**src/verilog/decode_pkg.sv**
```systemverilog
`default_nettype none

package decode_pkg;

  //////////////////////////////
  // widths and counts
  //////////////////////////////
  localparam int xlen         = 32;
  localparam int reg_count    = 32;
  localparam int reg_idx_bits = 5;

  // major opcode field
  localparam logic [6:0] opc_op     = 7'b0110011;
  localparam logic [6:0] opc_op_imm = 7'b0010011;
  localparam logic [6:0] opc_lui    = 7'b0110111;
  localparam logic [6:0] opc_auipc  = 7'b0010111;
  localparam logic [6:0] opc_load   = 7'b0000011;
  localparam logic [6:0] opc_store  = 7'b0100011;
  localparam logic [6:0] opc_jal    = 7'b1101111;
  localparam logic [6:0] opc_jalr   = 7'b1100111;
  localparam logic [6:0] opc_branch = 7'b1100011;

  // funct3, alu group
  localparam logic [2:0] funct3_add  = 3'b000;  // also add/sub, mul, jalr
  localparam logic [2:0] funct3_sll  = 3'b001;
  localparam logic [2:0] funct3_slt  = 3'b010;
  localparam logic [2:0] funct3_sltu = 3'b011;
  localparam logic [2:0] funct3_xor  = 3'b100;
  localparam logic [2:0] funct3_sr   = 3'b101;  // srl and sra
  localparam logic [2:0] funct3_or   = 3'b110;
  localparam logic [2:0] funct3_and  = 3'b111;

  // funct3, memory and branch group
  localparam logic [2:0] funct3_lw   = 3'b010;
  localparam logic [2:0] funct3_sw   = 3'b010;
  localparam logic [2:0] funct3_beq  = 3'b000;
  localparam logic [2:0] funct3_bne  = 3'b001;
  localparam logic [2:0] funct3_blt  = 3'b100;
  localparam logic [2:0] funct3_bge  = 3'b101;
  localparam logic [2:0] funct3_bltu = 3'b110;
  localparam logic [2:0] funct3_bgeu = 3'b111;

  localparam logic [6:0] funct7_base   = 7'b0000000;
  localparam logic [6:0] funct7_alt    = 7'b0100000;  // sub, sra, srai
  localparam logic [6:0] funct7_muldiv = 7'b0000001;

  //////////////////////////////
  // internal codes
  //////////////////////////////
  // 32 real ops plus invalid, so six bits
  typedef enum logic [5:0] {
    op_invalid = 6'd0,
    op_add, op_sub, op_and, op_or, op_xor, op_slt, op_sltu,
    op_sra, op_srl, op_sll, op_mul,
    op_addi, op_andi, op_ori, op_xori, op_slti, op_sltiu,
    op_srai, op_srli, op_slli,
    op_lui, op_auipc, op_lw, op_sw, op_jal, op_jalr,
    op_beq, op_bne, op_blt, op_bge, op_bltu, op_bgeu
  } op_e;

  typedef enum logic [2:0] {
    imm_none, imm_i, imm_s, imm_b, imm_u, imm_j
  } imm_e;

  //////////////////////////////
  // instruction word views
  //////////////////////////////
  typedef struct packed {
    logic [6:0]              funct7;
    logic [reg_idx_bits-1:0] rs2;
    logic [reg_idx_bits-1:0] rs1;
    logic [2:0]              funct3;
    logic [reg_idx_bits-1:0] rd;
    logic [6:0]              opcode;
  } r_fmt_t;

  typedef struct packed {
    logic [11:0]             imm_11_0;
    logic [reg_idx_bits-1:0] rs1;
    logic [2:0]              funct3;
    logic [reg_idx_bits-1:0] rd;
    logic [6:0]              opcode;
  } i_fmt_t;

  // b format shares this split
  typedef struct packed {
    logic [6:0]              imm_11_5;
    logic [reg_idx_bits-1:0] rs2;
    logic [reg_idx_bits-1:0] rs1;
    logic [2:0]              funct3;
    logic [4:0]              imm_4_0;
    logic [6:0]              opcode;
  } s_fmt_t;

  // j format shares this split
  typedef struct packed {
    logic [19:0]             imm_31_12;
    logic [reg_idx_bits-1:0] rd;
    logic [6:0]              opcode;
  } u_fmt_t;

  typedef union packed {
    r_fmt_t r;
    i_fmt_t i;
    s_fmt_t s;
    u_fmt_t u;
  } inst_u;

  //////////////////////////////
  // stage interfaces
  //////////////////////////////
  typedef struct packed {
    logic            valid;
    inst_u           inst;
    logic [xlen-1:0] pc;
    logic [xlen-1:0] pcplus;
  } fe_latch_t;

  typedef struct packed {
    logic                    wr_reg;
    logic [reg_idx_bits-1:0] wregno;
    logic [xlen-1:0]         regval;
  } wb_write_t;

  typedef struct packed {
    op_e                     op;
    logic [xlen-1:0]         imm;
    logic [reg_idx_bits-1:0] rs1;
    logic [reg_idx_bits-1:0] rs2;
    logic [reg_idx_bits-1:0] rd;
    logic                    use_rs1;
    logic                    use_rs2;
    logic                    is_br;
    logic                    is_jmp;
    logic                    rd_mem;
    logic                    wr_mem;
    logic                    wr_reg;
  } decode_t;

  typedef struct packed {
    logic                    valid;
    inst_u                   inst;
    logic [xlen-1:0]         pc;
    logic [xlen-1:0]         pcplus;
    op_e                     op;
    logic [xlen-1:0]         rs1_val;
    logic [xlen-1:0]         rs2_val;
    logic [xlen-1:0]         imm;
    logic                    is_br;
    logic                    is_jmp;
    logic                    rd_mem;
    logic                    wr_mem;
    logic                    wr_reg;
    logic [reg_idx_bits-1:0] rd;
  } de_latch_t;

endpackage

`default_nettype wire

```
**src/verilog/inst_decoder.sv**
```systemverilog
`default_nettype none

module inst_decoder
  import decode_pkg::*;
(
  input  inst_u   inst,
  output decode_t dec
);

  logic [6:0] opcode;
  logic [2:0] f3;
  logic [6:0] f7;
  op_e        op;
  imm_e       imm_kind;
  logic       writes;    // op class writes rd

  assign opcode = inst.r.opcode;
  assign f3     = inst.r.funct3;
  assign f7     = inst.r.funct7;

  //////////////////////////////
  // opcode match
  //////////////////////////////
  always_comb begin
    if (opcode == opc_op && f3 == funct3_add && f7 == funct7_base)        op = op_add;
    else if (opcode == opc_op && f3 == funct3_add && f7 == funct7_alt)    op = op_sub;
    else if (opcode == opc_op && f3 == funct3_and && f7 == funct7_base)   op = op_and;
    else if (opcode == opc_op && f3 == funct3_or && f7 == funct7_base)    op = op_or;
    else if (opcode == opc_op && f3 == funct3_xor && f7 == funct7_base)   op = op_xor;
    else if (opcode == opc_op && f3 == funct3_slt && f7 == funct7_base)   op = op_slt;
    else if (opcode == opc_op && f3 == funct3_sltu && f7 == funct7_base)  op = op_sltu;
    else if (opcode == opc_op && f3 == funct3_sr && f7 == funct7_alt)     op = op_sra;
    else if (opcode == opc_op && f3 == funct3_sr && f7 == funct7_base)    op = op_srl;
    else if (opcode == opc_op && f3 == funct3_sll && f7 == funct7_base)   op = op_sll;
    else if (opcode == opc_op && f3 == funct3_add && f7 == funct7_muldiv) op = op_mul;
    else if (opcode == opc_op_imm && f3 == funct3_add)                    op = op_addi;
    else if (opcode == opc_op_imm && f3 == funct3_and)                    op = op_andi;
    else if (opcode == opc_op_imm && f3 == funct3_or)                     op = op_ori;
    else if (opcode == opc_op_imm && f3 == funct3_xor)                    op = op_xori;
    else if (opcode == opc_op_imm && f3 == funct3_slt)                    op = op_slti;
    else if (opcode == opc_op_imm && f3 == funct3_sltu)                   op = op_sltiu;
    else if (opcode == opc_op_imm && f3 == funct3_sr && f7 == funct7_alt) op = op_srai;
    else if (opcode == opc_op_imm && f3 == funct3_sr && f7 == funct7_base)
      op = op_srli;
    else if (opcode == opc_op_imm && f3 == funct3_sll && f7 == funct7_base)
      op = op_slli;
    else if (opcode == opc_lui)                                           op = op_lui;
    else if (opcode == opc_auipc)                                         op = op_auipc;
    else if (opcode == opc_load && f3 == funct3_lw)                       op = op_lw;
    else if (opcode == opc_store && f3 == funct3_sw)                      op = op_sw;
    else if (opcode == opc_jal)                                           op = op_jal;
    else if (opcode == opc_jalr && f3 == funct3_add)                      op = op_jalr;
    else if (opcode == opc_branch && f3 == funct3_beq)                    op = op_beq;
    else if (opcode == opc_branch && f3 == funct3_bne)                    op = op_bne;
    else if (opcode == opc_branch && f3 == funct3_blt)                    op = op_blt;
    else if (opcode == opc_branch && f3 == funct3_bge)                    op = op_bge;
    else if (opcode == opc_branch && f3 == funct3_bltu)                   op = op_bltu;
    else if (opcode == opc_branch && f3 == funct3_bgeu)                   op = op_bgeu;
    else                                                                  op = op_invalid;
  end

  // format class from op
  always_comb begin
    imm_kind    = imm_none;
    dec.use_rs1 = 1'b0;
    dec.use_rs2 = 1'b0;
    writes      = 1'b0;
    case (op)
      op_add, op_sub, op_and, op_or, op_xor, op_slt, op_sltu,
      op_sra, op_srl, op_sll, op_mul: begin
        dec.use_rs1 = 1'b1;
        dec.use_rs2 = 1'b1;
        writes      = 1'b1;
      end
      op_addi, op_andi, op_ori, op_xori, op_slti, op_sltiu,
      op_srai, op_srli, op_slli, op_lw, op_jalr: begin
        imm_kind    = imm_i;
        dec.use_rs1 = 1'b1;
        writes      = 1'b1;
      end
      op_lui, op_auipc: begin
        imm_kind = imm_u;
        writes   = 1'b1;
      end
      op_jal: begin
        imm_kind = imm_j;
        writes   = 1'b1;
      end
      op_sw: begin
        imm_kind    = imm_s;
        dec.use_rs1 = 1'b1;
        dec.use_rs2 = 1'b1;
      end
      op_beq, op_bne, op_blt, op_bge, op_bltu, op_bgeu: begin
        imm_kind    = imm_b;
        dec.use_rs1 = 1'b1;
        dec.use_rs2 = 1'b1;
      end
      default: ;  // invalid, nothing used
    endcase
  end

  // sign-extended immediate
  always_comb begin
    case (imm_kind)
      imm_i:   dec.imm = {{20{inst.i.imm_11_0[11]}}, inst.i.imm_11_0};
      imm_s:   dec.imm = {{20{inst.s.imm_11_5[6]}}, inst.s.imm_11_5, inst.s.imm_4_0};
      imm_b:   dec.imm = {{20{inst.s.imm_11_5[6]}}, inst.s.imm_4_0[0],
                          inst.s.imm_11_5[5:0], inst.s.imm_4_0[4:1], 1'b0};
      imm_u:   dec.imm = {inst.u.imm_31_12, 12'b0};
      imm_j:   dec.imm = {{12{inst.u.imm_31_12[19]}}, inst.u.imm_31_12[7:0],
                          inst.u.imm_31_12[8], inst.u.imm_31_12[18:9], 1'b0};
      default: dec.imm = '0;
    endcase
  end

  assign dec.op     = op;
  assign dec.rs1    = inst.r.rs1;
  assign dec.rs2    = inst.r.rs2;
  assign dec.rd     = inst.r.rd;
  assign dec.is_br  = (imm_kind == imm_b);
  assign dec.is_jmp = (op == op_jal) || (op == op_jalr);
  assign dec.rd_mem = (op == op_lw);
  assign dec.wr_mem = (op == op_sw);
  assign dec.wr_reg = writes && (inst.r.rd != '0);  // x0 target never written

endmodule

`default_nettype wire

```
**src/verilog/reg_file.sv**
```systemverilog
`default_nettype none

module reg_file
  import decode_pkg::*;
(
  input  logic                    clk,
  input  logic                    reset,
  input  logic [reg_idx_bits-1:0] rs1,
  input  logic [reg_idx_bits-1:0] rs2,
  input  wb_write_t               wb,
  output logic [xlen-1:0]         rs1_val,
  output logic [xlen-1:0]         rs2_val
);

  logic [xlen-1:0]         regs [1:reg_count-1];  // no storage for x0
  logic [reg_idx_bits-1:0] rd_idx [2];
  logic [xlen-1:0]         rd_val [2];

  always_ff @(posedge clk or posedge reset) begin
    if (reset) begin
      for (int r = 1; r < reg_count; r++) regs[r] <= '0;
    end else if (wb.wr_reg && wb.wregno != '0) begin
      regs[wb.wregno] <= wb.regval;
    end
  end

  assign rd_idx[0] = rs1;
  assign rd_idx[1] = rs2;

  // both read ports, with same-cycle writeback bypass
  always_comb begin
    for (int p = 0; p < 2; p++) begin
      if (rd_idx[p] == '0)
        rd_val[p] = '0;
      else if (wb.wr_reg && wb.wregno == rd_idx[p])
        rd_val[p] = wb.regval;
      else
        rd_val[p] = regs[rd_idx[p]];
    end
  end

  assign rs1_val = rd_val[0];
  assign rs2_val = rd_val[1];

  a_x0_zero: assert property (@(posedge clk) disable iff (reset)
    ((rs1 == '0) |-> (rs1_val == '0)) and ((rs2 == '0) |-> (rs2_val == '0)));

endmodule

`default_nettype wire

```
**src/verilog/hazard_scoreboard.sv**
```systemverilog
`default_nettype none

module hazard_scoreboard
  import decode_pkg::*;
(
  input  logic      clk,
  input  logic      reset,
  input  logic      valid,
  input  logic      stall,
  input  decode_t   dec,
  input  wb_write_t wb,
  output logic      hazard
);

  logic [reg_count-1:0] busy;  // write still in flight

  //////////////////////////////
  // pending-write bits
  //////////////////////////////
  always_ff @(posedge clk or posedge reset) begin
    if (reset) begin
      busy <= '0;
    end else begin
      if (wb.wr_reg)
        busy[wb.wregno] <= 1'b0;
      // issue after retire, so a new writer of the same reg keeps it busy
      if (valid && !stall && dec.wr_reg)
        busy[dec.rd] <= 1'b1;
    end
  end

  // raw check on the sources actually read
  assign hazard = (dec.use_rs1 && busy[dec.rs1]) ||
                  (dec.use_rs2 && busy[dec.rs2]);

  // writeback only retires an issued writer
  a_wb_pending: assert property (@(posedge clk) disable iff (reset)
    (wb.wr_reg && wb.wregno != '0) |-> busy[wb.wregno]);

endmodule

`default_nettype wire

```
**src/verilog/decode_stage.sv**
```systemverilog
`default_nettype none

module decode_stage
  import decode_pkg::*;
(
  input  logic      clk,
  input  logic      reset,
  input  fe_latch_t fe_latch,
  input  wb_write_t wb,
  input  logic      br_mispred,
  output logic      stall,
  output de_latch_t de_latch
);

  decode_t         dec;
  logic [xlen-1:0] rs1_val;
  logic [xlen-1:0] rs2_val;
  logic            hazard;
  de_latch_t       de_next;

  //////////////////////////////
  // decode and operand read
  //////////////////////////////
  inst_decoder u_dec (
    .inst (fe_latch.inst),
    .dec  (dec)
  );

  reg_file u_rf (
    .clk     (clk),
    .reset   (reset),
    .rs1     (dec.rs1),
    .rs2     (dec.rs2),
    .wb      (wb),
    .rs1_val (rs1_val),
    .rs2_val (rs2_val)
  );

  hazard_scoreboard u_sb (
    .clk    (clk),
    .reset  (reset),
    .valid  (fe_latch.valid),
    .stall  (stall),
    .dec    (dec),
    .wb     (wb),
    .hazard (hazard)
  );

  // fetch holds its latch while this is high
  assign stall = br_mispred || (fe_latch.valid && hazard);

  always_comb begin
    de_next.valid   = fe_latch.valid;
    de_next.inst    = fe_latch.inst;
    de_next.pc      = fe_latch.pc;
    de_next.pcplus  = fe_latch.pcplus;
    de_next.op      = dec.op;
    de_next.rs1_val = rs1_val;
    de_next.rs2_val = rs2_val;
    de_next.imm     = dec.imm;
    de_next.is_br   = dec.is_br;
    de_next.is_jmp  = dec.is_jmp;
    de_next.rd_mem  = dec.rd_mem;
    de_next.wr_mem  = dec.wr_mem;
    de_next.wr_reg  = dec.wr_reg;
    de_next.rd      = dec.rd;
  end

  //////////////////////////////
  // decode latch
  //////////////////////////////
  always_ff @(posedge clk or posedge reset) begin
    if (reset)
      de_latch <= '0;
    else if (stall)
      de_latch <= '0;  // bubble
    else
      de_latch <= de_next;
  end

  a_stall_bubble: assert property (@(posedge clk) disable iff (reset)
    stall |=> !de_latch.valid);

endmodule

`default_nettype wire

```
**config.mk**
```make
export PLATFORM = sky130hd
export DESIGN_NAME = decode_stage
export DESIGN_NICKNAME = d
export VERILOG_FILES = /design/src/verilog/decode_pkg.sv /design/src/verilog/inst_decoder.sv /design/src/verilog/reg_file.sv /design/src/verilog/hazard_scoreboard.sv /design/src/verilog/decode_stage.sv
export SDC_FILE = /design/constraint.sdc
export NUM_CORES = 2
export LEC_CHECK = 0
export BUFFER_PORTS_ARGS = -buffer_cell sky130_fd_sc_hd__buf_2
export CAP_MARGIN = 20
export CELL_PAD_IN_SITES_DETAIL_PLACEMENT = 2
export CELL_PAD_IN_SITES_GLOBAL_PLACEMENT = 2
export CORE_AREA = 2 2 417 377
export DETAILED_ROUTE_END_ITERATION = 10
export DIE_AREA = 0 0 419 379
export PLACE_DENSITY_LB_ADDON = 0.1
export SYNTH_ARGS = -nofsm -noshare
export SYNTH_HDL_FRONTEND = slang
export SYNTH_SLANG_ARGS = --single-unit
```
**constraint.sdc**
```tcl
create_clock -name clk -period 36.3 [get_ports clk]
set_input_delay 1.815 -clock clk [delete_from_list [all_inputs] [get_ports clk]]
set_output_delay 1.815 -clock clk [all_outputs]
set_load 0.01 [all_outputs]
```
==> flow_summary.yaml <==
synth:
  synth.avg_cell_area_um2: 15.1
  yosysWarnings: 0
  synth_edf_count: 0
  synth_cells: 4174
  synth_ff_type: "dfrtp_1"
  synth-seq-cells: 1228
  synth_largest_area_cell: "dfrtp_1"
  synth_top_area_share_pct: 48.8
  async_flop_share_pct: 100
  syn-cell-area_um2: 63000
  ys_seq_area_share_pct: 48.8
  synthesis.nets: 4312
  synth.area.top_cells: "dfrtp_1, mux4_2, mux2_2"
  ys_types: 69
timing:
  slew_viol_final: 0
  finalCritPeriodShare_pct: 21.5
  max_freq_ghz: 0.128
  fin_setup_tns_ns: 0
  tightestPinTransition_ns: 1.17
  maxSlewHeadroom_pct: 22.3
  setup_viol: 0
  fin_skew_ns: 0.0219
  hold_viol: 0
  rsz0062_at_grt: "no"
  min_period_ns: 7.81
route:
  top_layer_used: "met5"
  drt-initial-drc-count: 2589
  viasPerCell: 6.13
  drc: 0
  drt_wl_total_mm: 215
  wl_per_cell_um: 33.1
  wl_met1_mm: 93.7
  wl_met2_mm: 105
  vias: 39700
  dr.pass1.iters: 5
  final_antenna_net_count: 0
  met3_length_mm: 9.16
placement:
  port_buffers: 347
  gp_congestion: 0.805
  dp_hpwl_mm: 117
clock_network:
  cts-root-buf: "clkbuf_16"
  cts_made_buffers: 142
  h-tree-depth: 4
  cts_tree: "done"
  clk_latency_ns: 0.78
  cts_resized: 0
  clkSlewWorstSetupHoldPaths_ns: 0.06
  cts_hold_buf: 0
  ctsLongestPathBuffers: 3
  postCtsSetupBuffers: 0
  clock-sinks: 1228
die:
  ios: 348
  die-area_um2: 159000
  die_w_um: 419
  start_util_pct: 40.8
  core_um2: 154000
  fp-row-count: 137
  die_h_um: 379
worst_setup_path:
  critPathKind: "input port to output port"
  startpoint_type: "input port"
  end_kind: "output port"
  cp_max_fo: 91
  crit_arrival_ns: 6.00
  worstPathRequired_ns: 34.49
cells_and_area:
  syn2layout_area_growth_pct: 13.1
  layout.nets: 4437
  final_cell_mix: "dfrtp_1, mux2_2, mux4_2"
  layout_commonest_cell: "dfrtp_1"
  drive_gt1_share_pct: 53.1
global_route:
  first_global_vias: 44000
  grt_pass1_wl_mm: 320
  antenna_found_initial: 12
  grt_overflow: 0
  grt_max_degree: 156
  grt_usage_pct: 27.7
pwr:
  power_mw: 3.99
  p_leak_nw: 31.3
  peakVddDrop_mv: 0.0502
  power.density_nw_per_um2: 56.0
worst_hold_path:
  min_path_type: "register to register"
run:
  maxCapViolations: 0
status:
  status: "finished, final reports clean"
layer usage:
metal | global-route usage, % | vias up
met3 | 3.98 | 372
met1 | 37.6 | 22100
met5 | 0 | -
met4 | 8.56 | 6
met2 | 46.0 | 1034
li1 | - | 16200
worst max-delay path: stages:
cell	delay (ns)
buf_8	0.61
buf_4	0.74
mux4_2	0.41
mux4_2	0.49
a211o_1	0.36
nand4b_1	0.20
o211ai_1	0.12
and3_4	0.49
inv_4	0.33
buf_2	0.25
cell usage after synthesis (5+ instances only):
library cell / n
dfrtp_1: 1228
mux2_2: 1024
mux4_2: 584
clkbuf_1: 290
nand2_1: 119
buf_1: 107
mux2i_1: 105
and2_1: 98
a21oi_1: 84
o21ai_0: 82
and3_1: 78
nor2_1: 60
buf_2: 29
a22o_1: 28
inv_1: 17
a32o_1: 16
nand3_1: 15
o41ai_1: 15
nor3_2: 14
a211oi_2: 13
nor4_1: 12
nand3b_1: 9
nor3b_1: 9
or2_2: 9
xor2_1: 9
buf_4: 8
clkbuf_2: 8
nor3_1: 8
a2111oi_0: 6
a221oi_1: 6
a22oi_1: 6
nand2b_1: 6
o211ai_1: 6
or3b_2: 5
final cells by class:
class / count / area, um2
fill: 14400 / 83200
timing repair buffer: 427 / 2420
clock inverter: 26 / 293
clock buffer: 218 / 4410
tap: 2085 / 2610
antenna: 5 / 12.5
inverter: 18 / 78.8
sequential: 1228 / 30700
multi-input combinational: 2482 / 30700
per-stage QoR:
step / cell area, um2 / std cells / setup slack (ns) / hold slack, ns / utilization (%)
final: 71200 / 6489 / 28.49 / 0.520 / 46.1
after global routing: 71200 / 6485 / 28.21 / 0.539 / 46.1
after CTS: 71200 / 6483 / 28.44 / 0.525 / 46.1
after detailed placement: 66500 / 6239 / 28.45 / 0.510 / 43.0
after global placement: 66500 / 6239 / 28.39 / 0.499 / 43.0
after floorplan: 63000 / 4174 / 17.52 / 0.456 / -
registers in the layout, indices dropped and copies added (netlist names):
name,count
u_sb.busy,32
de_latch,204
u_rf.regs,992
where the power goes:
part / switching [mW] / leakage (nW) / internal, mW / total, mW
combinational: 0.303 / 13.2 / 0.448 / 0.751
clock: 0.594 / 2.31 / 0.868 / 1.46
sequential: 0.170 / 15.8 / 1.60 / 1.77
worst paths after layout:
kind	startpoint	endpoint	slack (ns)	depth (start not counted)
worst max-delay path	fe_latch[80]	stall	28.49	10
worst min-delay path	u_sb.busy[8]$_DFF_PP0_	u_sb.busy[8]$_DFF_PP0_	0.52	2
worst max register to register	u_sb.busy[15]$_DFF_PP0_	de_latch[59]$_DFF_PP0_	32.54	8
worst min register to register	u_sb.busy[8]$_DFF_PP0_	u_sb.busy[8]$_DFF_PP0_	0.52	2
max in group asynchronous	reset	u_rf.regs[275]$_DFFE_PP0P_	30.21	7
min in group asynchronous	reset	de_latch[112]$_DFF_PP0_	1.19	2
logic make-up (layout without fill, tap and decap cells):
kind of cell,Yosys count,after routing,share of synthesized area (%)
mux,1713,1713,40.9
flops,1228,1228,48.8
simple gates,468,468,4.12
buf+inv,464,689,2.94
compound gates,289,289,3.11
xor+xnor,12,12,0.167
other cells,0,5,0
No activity file was read; power rests on OpenSTA's default activity.
